===== src/gearbox_defs.svh =====
`ifndef GEARBOX_DEFS_SVH
`define GEARBOX_DEFS_SVH

// Narrow word width, the wide word is twice this
`define GBX_WIDTH     4

// Digits on the multiplexed display
`define GBX_DIGITS    8

// Clock cycles each digit stays lit
// Kept short for simulation, a board build wants thousands
`define GBX_SCAN_DIV  4

`endif


===== src/gearbox_pkg.sv =====
`include "gearbox_defs.svh"

package gearbox_pkg;

    //----------------------------------------------------------------------
    // Datapath words

    typedef logic [    `GBX_WIDTH - 1:0] narrow_t;
    typedef logic [2 * `GBX_WIDTH - 1:0] wide_t;

    // Position in the constant pattern table
    typedef logic [3:0] pattern_index_t;

    //----------------------------------------------------------------------
    // Display

    // One hex value per digit
    typedef logic [3:0] nibble_t;

    // abcdefgh, h is the dot, active high
    typedef logic [7:0] segments_t;

    // One-hot digit enable, active high
    typedef logic [`GBX_DIGITS - 1:0] digit_sel_t;

    typedef enum logic {
        SCAN_IDLE,
        SCAN_RUN
    } scan_state_t;

endpackage


===== src/display_scan_ctrl.sv =====
`timescale 1ns/1ps
`include "gearbox_defs.svh"

module display_scan_ctrl (
    input  logic                    clk,
    input  logic                    rst_n,
    input  logic                    up_vld,
    input  gearbox_pkg::narrow_t    up_data,
    input  logic                    down_vld,
    input  gearbox_pkg::wide_t      down_data,
    output gearbox_pkg::digit_sel_t digit,
    output gearbox_pkg::nibble_t    nibble,
    output logic                    dot,
    output logic                    blank
);

    localparam int DIV_W = (`GBX_SCAN_DIV > 1) ? $clog2(`GBX_SCAN_DIV) : 1;

    //----------------------------------------------------------------------
    // Scan FSM and divider

    gearbox_pkg::scan_state_t state;
    logic [DIV_W - 1:0]       div_cnt;

    always_ff @(posedge clk) begin
        if (!rst_n) begin
            state   <= gearbox_pkg::SCAN_IDLE;
            div_cnt <= '0;
            digit   <= '0;
        end else if (state == gearbox_pkg::SCAN_IDLE) begin
            // Light digit 0 on the first cycle out of reset
            state   <= gearbox_pkg::SCAN_RUN;
            div_cnt <= '0;
            digit   <= gearbox_pkg::digit_sel_t'(1);
        end else if (div_cnt == DIV_W'(`GBX_SCAN_DIV - 1)) begin
            div_cnt <= '0;
            digit   <= {digit[`GBX_DIGITS - 2:0], digit[`GBX_DIGITS - 1]};
        end else begin
            div_cnt <= div_cnt + 1'b1;
        end
    end

    //----------------------------------------------------------------------
    // Content of the lit digit

    always_comb begin
        nibble = '0;
        dot    = 1'b0;
        // Nothing lit before the scan starts
        blank  = (state == gearbox_pkg::SCAN_IDLE);

        if (digit[0]) begin
            nibble = down_data[`GBX_WIDTH - 1:0];
            blank  = ~down_vld;
        end else if (digit[1]) begin
            nibble = down_data[2 * `GBX_WIDTH - 1:`GBX_WIDTH];
            blank  = ~down_vld;
        end else if (digit[2]) begin
            blank  = 1'b1;  // separator between the two words
        end else if (digit[3]) begin
            nibble = up_data;
            dot    = up_vld;
        end
    end

endmodule


===== src/gearbox_1_to_2.sv =====
`timescale 1ns/1ps

module gearbox_1_to_2 (
    input  logic                 clk,
    input  logic                 rst_n,

    // Narrow side
    input  logic                 up_vld,
    output logic                 up_rdy,
    input  gearbox_pkg::narrow_t up_data,

    // Wide side
    output logic                 down_vld,
    input  logic                 down_rdy,
    output gearbox_pkg::wide_t   down_data
);

    //----------------------------------------------------------------------
    // Occupancy and handshake

    logic                 half_full;
    gearbox_pkg::narrow_t upper_half;
    logic                 accept;

    // Room exists when the output is empty or draining this cycle
    assign up_rdy = ~down_vld | down_rdy;
    assign accept = up_vld & up_rdy;

    always_ff @(posedge clk) begin
        if (!rst_n) begin
            half_full <= 1'b0;
            down_vld  <= 1'b0;
        end else begin
            if (accept) begin
                half_full <= ~half_full;
            end

            // A completing pair wins over a drain on the same edge
            if (accept && half_full) begin
                down_vld <= 1'b1;
            end else if (down_rdy) begin
                down_vld <= 1'b0;
            end
        end
    end

    //----------------------------------------------------------------------
    // Payload

    always_ff @(posedge clk) begin
        // First word of a pair goes to the upper half
        if (accept && !half_full) begin
            upper_half <= up_data;
        end

        if (accept && half_full) begin
            down_data <= {upper_half, up_data};
        end
    end

endmodule


===== src/gearbox_demo_top.sv =====
`timescale 1ns/1ps

module gearbox_demo_top (
    input  logic                    clk,
    input  logic                    rst_n,

    // Upstream handshake
    input  logic                    up_vld,
    output logic                    up_rdy,
    output gearbox_pkg::narrow_t    up_data,

    // Downstream handshake
    input  logic                    down_rdy,
    output logic                    down_vld,
    output gearbox_pkg::wide_t      down_data,

    // Multiplexed seven-segment display
    output gearbox_pkg::segments_t  abcdefgh,
    output gearbox_pkg::digit_sel_t digit
);

    gearbox_pkg::nibble_t nibble;
    logic                 dot;
    logic                 blank;

    //----------------------------------------------------------------------
    // Data path

    pattern_source i_source (
        .clk     (clk),
        .rst_n   (rst_n),
        .up_vld  (up_vld),
        .up_rdy  (up_rdy),
        .up_data (up_data)
    );

    gearbox_1_to_2 i_gearbox (
        .clk       (clk),
        .rst_n     (rst_n),
        .up_vld    (up_vld),
        .up_rdy    (up_rdy),
        .up_data   (up_data),
        .down_vld  (down_vld),
        .down_rdy  (down_rdy),
        .down_data (down_data)
    );

    //----------------------------------------------------------------------
    // Display

    display_scan_ctrl i_scan (
        .clk       (clk),
        .rst_n     (rst_n),
        .up_vld    (up_vld),
        .up_data   (up_data),
        .down_vld  (down_vld),
        .down_data (down_data),
        .digit     (digit),
        .nibble    (nibble),
        .dot       (dot),
        .blank     (blank)
    );

    seven_seg_encoder i_encoder (
        .nibble   (nibble),
        .dot      (dot),
        .blank    (blank),
        .abcdefgh (abcdefgh)
    );

endmodule


===== src/pattern_source.sv =====
`timescale 1ns/1ps

module pattern_source (
    input  logic                 clk,
    input  logic                 rst_n,
    input  logic                 up_vld,
    input  logic                 up_rdy,
    output gearbox_pkg::narrow_t up_data
);

    //----------------------------------------------------------------------
    // Constant word sequence

    localparam gearbox_pkg::narrow_t PATTERN [16] = '{
        4'h2, 4'h6, 4'hd, 4'hb, 4'h7, 4'he, 4'hc, 4'h4,
        4'h1, 4'h0, 4'h9, 4'ha, 4'hf, 4'h5, 4'h8, 4'h3
    };

    //----------------------------------------------------------------------
    // Table position

    gearbox_pkg::pattern_index_t index;

    // Advance only on an accepted word, wraps naturally after 15
    always_ff @(posedge clk) begin
        if (!rst_n) begin
            index <= '0;
        end else if (up_vld && up_rdy) begin
            index <= index + 1'b1;
        end
    end

    // Word stays put while the gearbox stalls
    always_comb begin
        up_data = PATTERN[index];
    end

endmodule


===== src/seven_seg_encoder.sv =====
`timescale 1ns/1ps

module seven_seg_encoder (
    input  gearbox_pkg::nibble_t   nibble,
    input  logic                   dot,
    input  logic                   blank,
    output gearbox_pkg::segments_t abcdefgh
);

    logic [6:0] abcdefg;

    // Standard hex glyphs, segment a in the MSB
    always_comb begin
        case (nibble)
            4'h0:    abcdefg = 7'b1111110;
            4'h1:    abcdefg = 7'b0110000;
            4'h2:    abcdefg = 7'b1101101;
            4'h3:    abcdefg = 7'b1111001;
            4'h4:    abcdefg = 7'b0110011;
            4'h5:    abcdefg = 7'b1011011;
            4'h6:    abcdefg = 7'b1011111;
            4'h7:    abcdefg = 7'b1110000;
            4'h8:    abcdefg = 7'b1111111;
            4'h9:    abcdefg = 7'b1111011;
            4'ha:    abcdefg = 7'b1110111;
            4'hb:    abcdefg = 7'b0011111;
            4'hc:    abcdefg = 7'b1001110;
            4'hd:    abcdefg = 7'b0111101;
            4'he:    abcdefg = 7'b1001111;
            default: abcdefg = 7'b1000111;
        endcase
    end

    // Blank overrides both the glyph and the dot
    always_comb begin
        if (blank) begin
            abcdefgh = '0;
        end else begin
            abcdefgh = {abcdefg, dot};
        end
    end

endmodule


===== config.mk =====
export PLATFORM = sky130hd
export DESIGN_NAME = gearbox_demo_top
export DESIGN_NICKNAME = d
export VERILOG_FILES = /design/src/gearbox_pkg.sv /design/src/display_scan_ctrl.sv /design/src/gearbox_1_to_2.sv /design/src/gearbox_demo_top.sv /design/src/pattern_source.sv /design/src/seven_seg_encoder.sv
export VERILOG_INCLUDE_DIRS = /design/src /design/src/src
export SDC_FILE = /design/constraint.sdc
export NUM_CORES = 1
export LEC_CHECK = 0
export BUFFER_PORTS_ARGS = -buffer_cell sky130_fd_sc_hd__clkbuf_2
export CAP_MARGIN = 25
export CORE_UTILIZATION = 35
export DETAILED_ROUTE_END_ITERATION = 10
export GPL_ROUTABILITY_DRIVEN = 0
export SLEW_MARGIN = 20
export SYNTH_ARGS = -nofsm -noshare
export SYNTH_HDL_FRONTEND = slang
export SYNTH_HIERARCHICAL = 1
export SYNTH_SLANG_ARGS = --single-unit

===== constraint.sdc =====
create_clock -name clk -period 7.05 [get_ports clk]
set_input_delay 0.3525 -clock clk [delete_from_list [all_inputs] [get_ports clk]]
set_output_delay 0.3525 -clock clk [all_outputs]
set_load 0.02 [all_outputs]

======== Yosys cells after proc, flatten, opt, wreduce, memory -nomap -nowiden ========
Memories as Yosys holds them, arrays and structs flattened.
Index checks and enable logic that the tools add are counted.
word-level totals
  ROM bits ................................ 176
  output and inout bits ................... 30
  logic and storage cells ................. 49
  register bits ........................... 29
  bits of input ports ..................... 4
  memories ................................ 2
cells by class
  bitwise gates (word level) .............. 7
  $lt $le $gt $ge ......................... 1
  add/subtract/negate cells ............... 2
  multiplexer cells ....................... 19
  reduce and logical (&&, ||, !) cells .... 7
  eq/ne operators ......................... 2
memories
  name             words  width  rd ports  clocked after Yosys merged registers in  wr ports  RTL line                 source
  (no name shown)  16     7      1         0                                        0         seven_seg_encoder.sv:14  case (nibble)
  (no name shown)  16     4      1         0                                        0         pattern_source.sv:35     up_data = PATTERN[index];
operators by type and width
  kind                                                            number
  4-bit two-way mux                                               6
  1-bit two-way mux                                               12
  8-bit two-way mux                                               1
  5-bit greater-or-equal comparator (second input constant)       1
  4-bit inverter with 5-bit output                                1
  4-bit by 1-bit adder with 4-bit output (second input constant)  1
  1-bit inverter                                                  4
  1-bit logical AND                                               3
  3-bit OR reduction                                              1
  2-bit by 1-bit adder with 2-bit output (second input constant)  1
  2-bit == test (second input constant)                           1
  2-bit != test (second input constant)                           1
  2-bit AND reduction                                             1
  2-bit nonzero test                                              1
  1-bit AND                                                       1
  1-bit zero test                                                 1
  1-bit OR                                                        1

======== Logic depth before layout (Yosys ltp) ========
Gate-level depths: netlist of run 1.
An unclocked memory read counts as a cell.
  depth in word-level cells ............... 10
  gate-level depth with buffers ........... 11
  depth with buffers taken out ............ 11

======== By module ========
Netlist of run 1, hierarchy kept.
modules (own cells, without submodules)
  module             cells each  sequential area each (um^2)  area each (um^2)  instances
  display_scan_ctrl  56          220.2                        529.3             1
  gearbox_1_to_2     23          400.4                        462.9             1
  pattern_source     35          80.1                         319.1             1
  seven_seg_encoder  38          0.0                          277.8             1

======== Worst setup path before layout of run 1 ========
No wires, ideal clock.
  kind .................................... reg-to-output
  start point ............................. register i_source.index[1]
  end point ............................... output abcdefgh[7]
  path slack .............................. 3848 ps
  cell stages (with the launch flop) ...... 11
  data required time ...................... 6698 ps
  data arrival time ....................... 2850 ps
  path buffers ............................ 0
  cells stage by stage .................... dfxtp_1 > inv_1 > ha_1 > or2_0 > mux4_1 > inv_1 > o221ai_2 > ha_1 > and2b_2 > nor2_1 > a211oi_1
on the way
  word-level cells in the longest chain between the ends .. 10
ends and longest elaborated chain
  item                                                    RTL line                 source
  start, declared                                         pattern_source.sv:22     gearbox_pkg::pattern_index_t index;
  start signal, assigned                                  pattern_source.sv:29     index <= index + 1'b1;
  4-bit inverter with 5-bit output (implied by the code)  pattern_source.sv:35
  memory read 16 x 4 bit                                  n/a
  4-bit two-way mux (implied by the code) (2 in series)   pattern_source.sv:35
  named net up_data[0]                                    gearbox_demo_top.sv:10   output gearbox_pkg::narrow_t up_data,
  4-bit two-way mux                                       display_scan_ctrl.sv:60  end else if (digit[3]) begin
  4-bit two-way mux                                       display_scan_ctrl.sv:58  end else if (digit[2]) begin
  4-bit two-way mux                                       display_scan_ctrl.sv:55  end else if (digit[1]) begin
  4-bit two-way mux                                       display_scan_ctrl.sv:52  if (digit[0]) begin
  named net nibble[0]                                     gearbox_demo_top.sv:22   gearbox_pkg::nibble_t nibble;
  memory read 16 x 7 bit                                  n/a
  8-bit two-way mux                                       seven_seg_encoder.sv:36  if (blank) begin
  end, declared                                           gearbox_demo_top.sv:18   output gearbox_pkg::segments_t abcdefgh,
The timed path passes the listed nets, and every way through them passes these cells. The select of a mux whose other input is x is not followed.

======== Worst setup path in the final report of run 1 ========
  start point ............................. register i_source.index[1]
  end point ............................... output abcdefgh[4]
on the way
  word-level cells in the longest chain between the ends .. 10
ends and longest elaborated chain
  item                                                    RTL line
  4-bit inverter with 5-bit output (implied by the code)  pattern_source.sv:35
  memory read 16 x 4 bit                                  n/a
  4-bit two-way mux (implied by the code) (2 in series)   pattern_source.sv:35
  4-bit two-way mux                                       display_scan_ctrl.sv:60
  4-bit two-way mux                                       display_scan_ctrl.sv:58
  4-bit two-way mux                                       display_scan_ctrl.sv:55
  4-bit two-way mux                                       display_scan_ctrl.sv:52
  named net nibble[3]                                     gearbox_demo_top.sv:22
  memory read 16 x 7 bit                                  n/a
  8-bit two-way mux                                       seven_seg_encoder.sv:36
The timed path passes the listed nets, and every way through them passes these cells. The select of a mux whose other input is x is not followed.

==> out/results.ini, run 1 <==
[outcome]
status = complete, no violations

[clock_tree]
post_cts_resized = 0
cts.hold.buffers_added = 0
htreeDepth = 2
cts_buffers = 5
cts.sinks = 29
cts.reportedPaths.clkPinSlew_ns = 0.06
insertion_delay_ns = 0.28
clockBufferDepth = 2
tritoncts = built
cts_setup_buffers = 0
cts-root-buf = clkbuf_8

[placed_design]
dpl.hpwl_microns = 2320
numPortBuffers = 33

[routing]
vias_per_cell = 4.88
wl_per_cell_microns = 12.8
drtIter0Drc = 33
ant_nets = 0
vias = 1161
route.detailed.drc = 0
finalWirelength_microns = 3040
drt-pass1-iter-count = 4

[finish]
drive_gt1_share_pct = 27.4
final_util_pct = 43.3
antenna_cells = 0
area_growth_pct = 18.7
layout.nets = 200

[logic_synthesis]
synth_area_sq_mm = 0.00159
synth_area_per_cell_sq_um = 10.5
synth_fp_nets = 167
synth_enable_flop_cells = 12
synth_flop_cell = dfxtp_1
post_synth_num_cell_types = 37
synth-seq-area-share_pct = 44.1
yosysWarningCount = 6
ys_seq_elements = 29
ys_async_sr_fraction_pct = 0
netlist_instances = 152

[setup_path]
critPathLaunch = i_source/index[1]
path_delay_family = compound AO/OA/AOI/OAI gates
critPathBufInv = 3
r2r-start = i_source/index[0]
crit_type = reg2out
cp_slowest_stage_delay_ns = 0.58
slowest_stage = mux4_2
worstPathMaxFanout = 15
worst_setup_path_end_kind = primary output
worstPathRequired_ns = 6.70
cp_data_arrival_time_ns = 3.18
cp-start-kind = flip-flop
crit_chain = inv_1, ha_1, nor2b_1, a21oi_1, a21oi_1, inv_1, o221ai_2, mux4_2, nor2_1, clkbuf_2

[die]
coreArea_sq_mm = 0.00435
ioPinCount = 34
start_util_pct = 36.5
die_w_microns = 69.4
dieArea_sq_mm = 0.00481
placementRows = 24
die_h_microns = 69.4

[sta]
post-route-period-util_pct = 50.1
drv_slew = 0
skew_ns = 0.00778
finalSetupTns_ns = 0
worst_pin_slew_ns = 0.663
rsz0062_at_grt = false
fmaxAchievable_ghz = 0.283
finalSetupViolations = 0
finalHoldViolations = 0
slew_headroom_pct = 55.8
finalCriticalPeriod_ns = 3.53

[grt]
grt_overflow = 0
grt_max_degree = 16
antenna_found_initial = 0
grt_pass1_wl_microns = 5220
grt_pass1_vias = 1122
grt_util_all_layers_pct = 13.9

[power]
p_leak_nw = 0.769
finalPower_w = 0.000421
power_density_mw_per_mm2 = 223
peakVddDrop_mv = 0.0838

[run]
max_cap_viol_count = 0

[hold_path]
min-delay-start = rst_n
hp-class = in2reg

[registers in the layout (all words and copies together) (netlist names)]
signal and count:
i_gearbox/down_data 8, i_scan/digit 8, i_gearbox/upper_half 4, i_source/index 4, i_scan/div_cnt 2, i_gearbox/down_vld 1
i_gearbox/half_full 1, i_scan/state 1
[layer usage]
layer	part of all wire, %	global-route usage [%]	vias up
met4	1.9	6.12	0
met3	4.1	4.51	7
met1	48	17.3	533
li1	-	-	598
met2	46	22.0	23
met5	0	0	-
[final timing paths]
check                           cells past startpoint  slack (ns)                 endpoint
worst max register to register                      4        5.24  i_gearbox/upper_half[0]
worst min register to register                      0        0.42   i_gearbox/down_data[4]
worst min-delay path                                1        0.29             i_scan/state
worst max-delay path                               10        3.52              abcdefgh[4]
[report_power, final]
part           internal [W]  switching (W)
clock network      0.000101      0.0000628
logic             0.0000237      0.0000415
registers          0.000185     0.00000706
total              0.000309       0.000111
[through the flow]
step | cells | setup WS, ns | hold WS, ns | instance area [sq um]
final | 238 | 3.52 | 0.291 | 1890
after global routing | 238 | 3.16 | 0.302 | 1890
after CTS | 238 | 3.47 | 0.286 | 1890
after detailed placement | 230 | 3.79 | 0.405 | 1770
after global placement | 230 | 3.88 | 0.404 | 1770
after floorplan | 152 | 3.85 | 0.380 | 1590
[kinds of logic (layout without fill, tap and decap cells)]
group,after synthesis,in the layout,share of synthesized area (%)
buffers and inverters,21,55,6.30
adders and majority gates,11,11,8.66
muxes,13,13,11.0
xor gates and xnor gates,2,2,1.10
and+or+nand+nor,52,52,16.5
AOI/OAI and AO/OA,24,24,12.4
DFF,29,29,44.1
[cell usage after synthesis, types with 2 or more instances]
cell type   n  share of area, %
dfxtp_1    17                21
nor2_1     16               3.8
nand2_1    15               3.5
inv_1      14               3.3
edfxtp_1   12                23
ha_1       11               8.7
mux2i_1    10               6.3
a211oi_1    5               2.4
a21oi_1     4               1.3
o21ai_0     4               1.3
o221ai_2    4               3.8
a21boi_0    3               1.4
nand3_1     3              0.94
nor2b_1     3               1.2
nor3_1      3              0.94
and2_1      2              0.79
buf_2       2              0.63
buf_6       2               1.4
mux4_1      2               3.3
nor3b_1     2              0.94
xnor2_1     2               1.1
[cell type report]
cell class              instances  area (sq um)
repair buffers                 33           165
well taps                      52          65.1
fillers                       421          2470
flip-flops and latches         29           701
inverters                      14          52.6
clock inverters                 1          6.26
clock buffers                   7           108
multi-input cells             102           788
[layout by cell type, fill, tap and decap left out, types with 2 or more instances in the layout]
| cell | count |
|---|---|
| clkbuf_2 | 33 |
| dfxtp_1 | 17 |
| nor2_1 | 16 |
| nand2_1 | 15 |
| inv_1 | 14 |
| edfxtp_1 | 12 |
| ha_1 | 11 |
| mux2i_1 | 10 |
| clkbuf_8 | 6 |
| a211oi_1 | 5 |
| a21oi_1 | 4 |
| o21ai_0 | 4 |
| o221ai_2 | 4 |
| nor2b_1 | 3 |
| nor3_1 | 3 |
| a21boi_0 | 3 |
| nand3_1 | 3 |
| nor3b_1 | 2 |
| mux4_1 | 2 |
| xnor2_1 | 2 |
| and2_1 | 2 |
Note: power is estimated with default switching activity, not from simulation.
==> inputs of run 2 (changes only) <==
clock period = 3.3 ns   (was 7.05 ns; I/O delays follow)
==> run 2 against run 1 <==
  * Clock-buffer cell count unchanged
  * Flip-flop and latch count unchanged
  * Sequential share of layout area decreased by 0.48 points
  * Critical endpoint unchanged
  * Non-clock buffer count increased by 4
  * Global-route usage decreased by 0.61 points
  * Sequential power increased by 110%
  * Worst setup slack got worse by 3.4 ns
  * Combinational power increased by 130%
  * Power increased by 110%
  * Largest cell class unchanged
  * Die area unchanged
==> out/results.ini, run 2 (same netlist as run 1, synthesis figures left out) <==
[outcome]
status = complete, no violations

[sta]
post-route-period-util_pct = 94.9
fmaxAchievable_ghz = 0.319
hold-worst-slack_ns = 0.112  ; -0.179 ns
finalHoldViolations = 0  ; unchanged
slew_headroom_pct = 60.7  ; +4.9 points
finalSetupTns_ns = 0  ; unchanged
skew_ns = 0.00426  ; -0.00352 ns
finalSetupViolations = 0  ; unchanged
finalCriticalPeriod_ns = 3.13
worst_pin_slew_ns = 0.589  ; -0.0734 ns
drv_slew = 0  ; unchanged
fin_ws_ns = 0.168  ; -3.35 ns

[finish]
most-common-layout-cells = clkbuf_2 (33), nor2_1 (16), nand2_1 (15), dfxtp_1 (15), inv_1 (13)
drive_gt1_share_pct = 30.5  ; +3.1 points
layout.nets = 204  ; +2.0%
final_util_pct = 44.0  ; +0.72 points
area_growth_pct = 20.6
antenna_cells = 0  ; unchanged
final_common_cell = clkbuf_2
reg_top3 = i_gearbox/down_data x8, i_scan/digit x8

[setup_path]
crit_type = reg2out
cp-start-kind = flip-flop
reg2reg_depth = 4  ; unchanged
worstPathMaxFanout = 5  ; -10
worst_setup_path_end_kind = primary output
ff2ff_setup_slack_ns = 1.59  ; -3.65 ns
rr_endpoint = i_gearbox/upper_half[0]
cp_data_arrival_time_ns = 2.97  ; -0.21 ns
worstPathRequired_ns = 3.13  ; -3.57 ns
r2r-start = i_source/index[0]

[clock_tree]
cts_setup_buffers = 0  ; unchanged
cts.hold.buffers_added = 0  ; unchanged
cts_buffers = 5  ; unchanged
cts.reportedPaths.clkPinSlew_ns = 0.06  ; about the same
cts.sinks = 29  ; unchanged
cts-root-buf = clkbuf_8
insertion_delay_ns = 0.27  ; about the same
tritoncts = built
htreeDepth = 2  ; unchanged
clockBufferDepth = 2  ; unchanged

[routing]
route.detailed.drc = 0  ; unchanged
finalWirelength_microns = 3000  ; -1.4%
drt-pass1-iter-count = 4  ; unchanged
wl_per_cell_microns = 12.4  ; -3.1%
vias = 1165  ; +0.34%
drtIter0Drc = 21  ; -36%
vias_per_cell = 4.81  ; -1.3%
ant_nets = 0  ; unchanged

[placed_design]
pre_cts_slack_ns = 0.308  ; -3.48 ns
numPortBuffers = 33  ; unchanged
dpl.hpwl_microns = 2250  ; -3.0%

[power]
switching_power_w = 0.000229  ; +110%
p_seq_share_pct = 46.8  ; +1.2 points
peakVddDrop_mv = 0.223  ; +170%
p_int_w = 0.000641  ; +110%
p_leak_nw = 0.786  ; +2.2%
finalPower_w = 0.000871  ; +110%
power_density_mw_per_mm2 = 454  ; +100%
combPwrFrac_pct = 17.3  ; +1.8 points
clkPwrFrac_pct = 35.9  ; -3.0 points
sw_frac_of_total_pct = 26.3  ; -0.13 points

[grt]
grt_pass1_wl_microns = 5020  ; -3.7%
antenna_found_initial = 0  ; unchanged
grt_max_degree = 14  ; -2
grt_util_all_layers_pct = 13.3  ; -0.61 points
grt_overflow = 0  ; unchanged
grt_pass1_vias = 1049  ; -6.5%

[die]
die_h_microns = 69.4  ; unchanged
placementRows = 24  ; unchanged
dieArea_sq_mm = 0.00481  ; unchanged
die_w_microns = 69.4  ; unchanged
start_util_pct = 36.5  ; unchanged
ioPinCount = 34  ; unchanged
coreArea_sq_mm = 0.00435  ; unchanged

[hold_path]
min_to = i_scan/state
hold_depth = 1  ; unchanged
hp-class = in2reg
min-delay-start = rst_n

[run]
max_cap_viol_count = 0  ; unchanged

-- run 2: power groups by stage --
stage | Clock [W] | Combinational, W | Sequential, W
6_report | 0.000312 | 0.000151 | 0.000408
5_1_grt | 0.000339 | 0.000168 | 0.000411
4_1_cts | 0.000326 | 0.000151 | 0.000407
3_5_place_dp | 0 | 0.000151 | 0.000415
3_3_place_gp | 0 | 0.000150 | 0.000414
2_1_floorplan | 0 | 0.0000980 | 0.000420
-- run 2: what timing repair did --
item / CTS / global route
resized for setup: 0 / 4
endpoints found under the setup margin: 0 / 6
hold endpoints to repair: 0 / 0
-- run 2: how the worst max path moves through the flow --
stage	start	endpoint	slack [ns]	depth (start not counted)
2_1_floorplan	i_source/index[1]	abcdefgh[7]	0.29	10
3_3_place_gp	i_source/index[1]	abcdefgh[4]	0.36	12
3_5_place_dp	i_source/index[1]	abcdefgh[4]	0.31	12
4_1_cts	i_source/index[1]	abcdefgh[4]	0.001	12
5_1_grt	i_source/index[1]	abcdefgh[5]	-0.02	11
6_report	i_source/index[0]	abcdefgh[4]	0.17	12
-- run 2: layout make-up --
class,instances,area [sq um]
fillers,418,2440
clock inverters,1,5.00
flip-flops and latches,29,703
well taps,52,65.1
multi-input cells,102,800
clock buffers,7,96.3
inverters,14,52.6
repair buffers,37,195
-- run 2: through the flow --
step,std cells,area (sq um)
floorplan,152,1590
global placement,234,1800
detailed placement,234,1800
CTS,242,1900
global route,242,1920
finish,242,1920
-- run 2: per-layer routing --
metal | vias to the layer above | part of all wire (%) | track usage (%)
li1 | 608 | - | -
met1 | 527 | 49 | 17.4
met2 | 28 | 45 | 19.5
met3 | 2 | 5.1 | 4.80
met4 | 0 | 0.83 | 6.12
met5 | - | 0 | 0
-- run 2: worst max-delay path, cell delays in order, from the launching register on --
cell	delay, ns
dfxtp_2	0.36
inv_1	0.10
ha_1	0.22
or2_0	0.21
mux4_1	0.54
inv_1	0.10
o221ai_2	0.16
inv_2	0.12
ha_1	0.13
inv_1	0.04
mux4_2	0.44
nor2_1	0.10
clkbuf_2	0.17
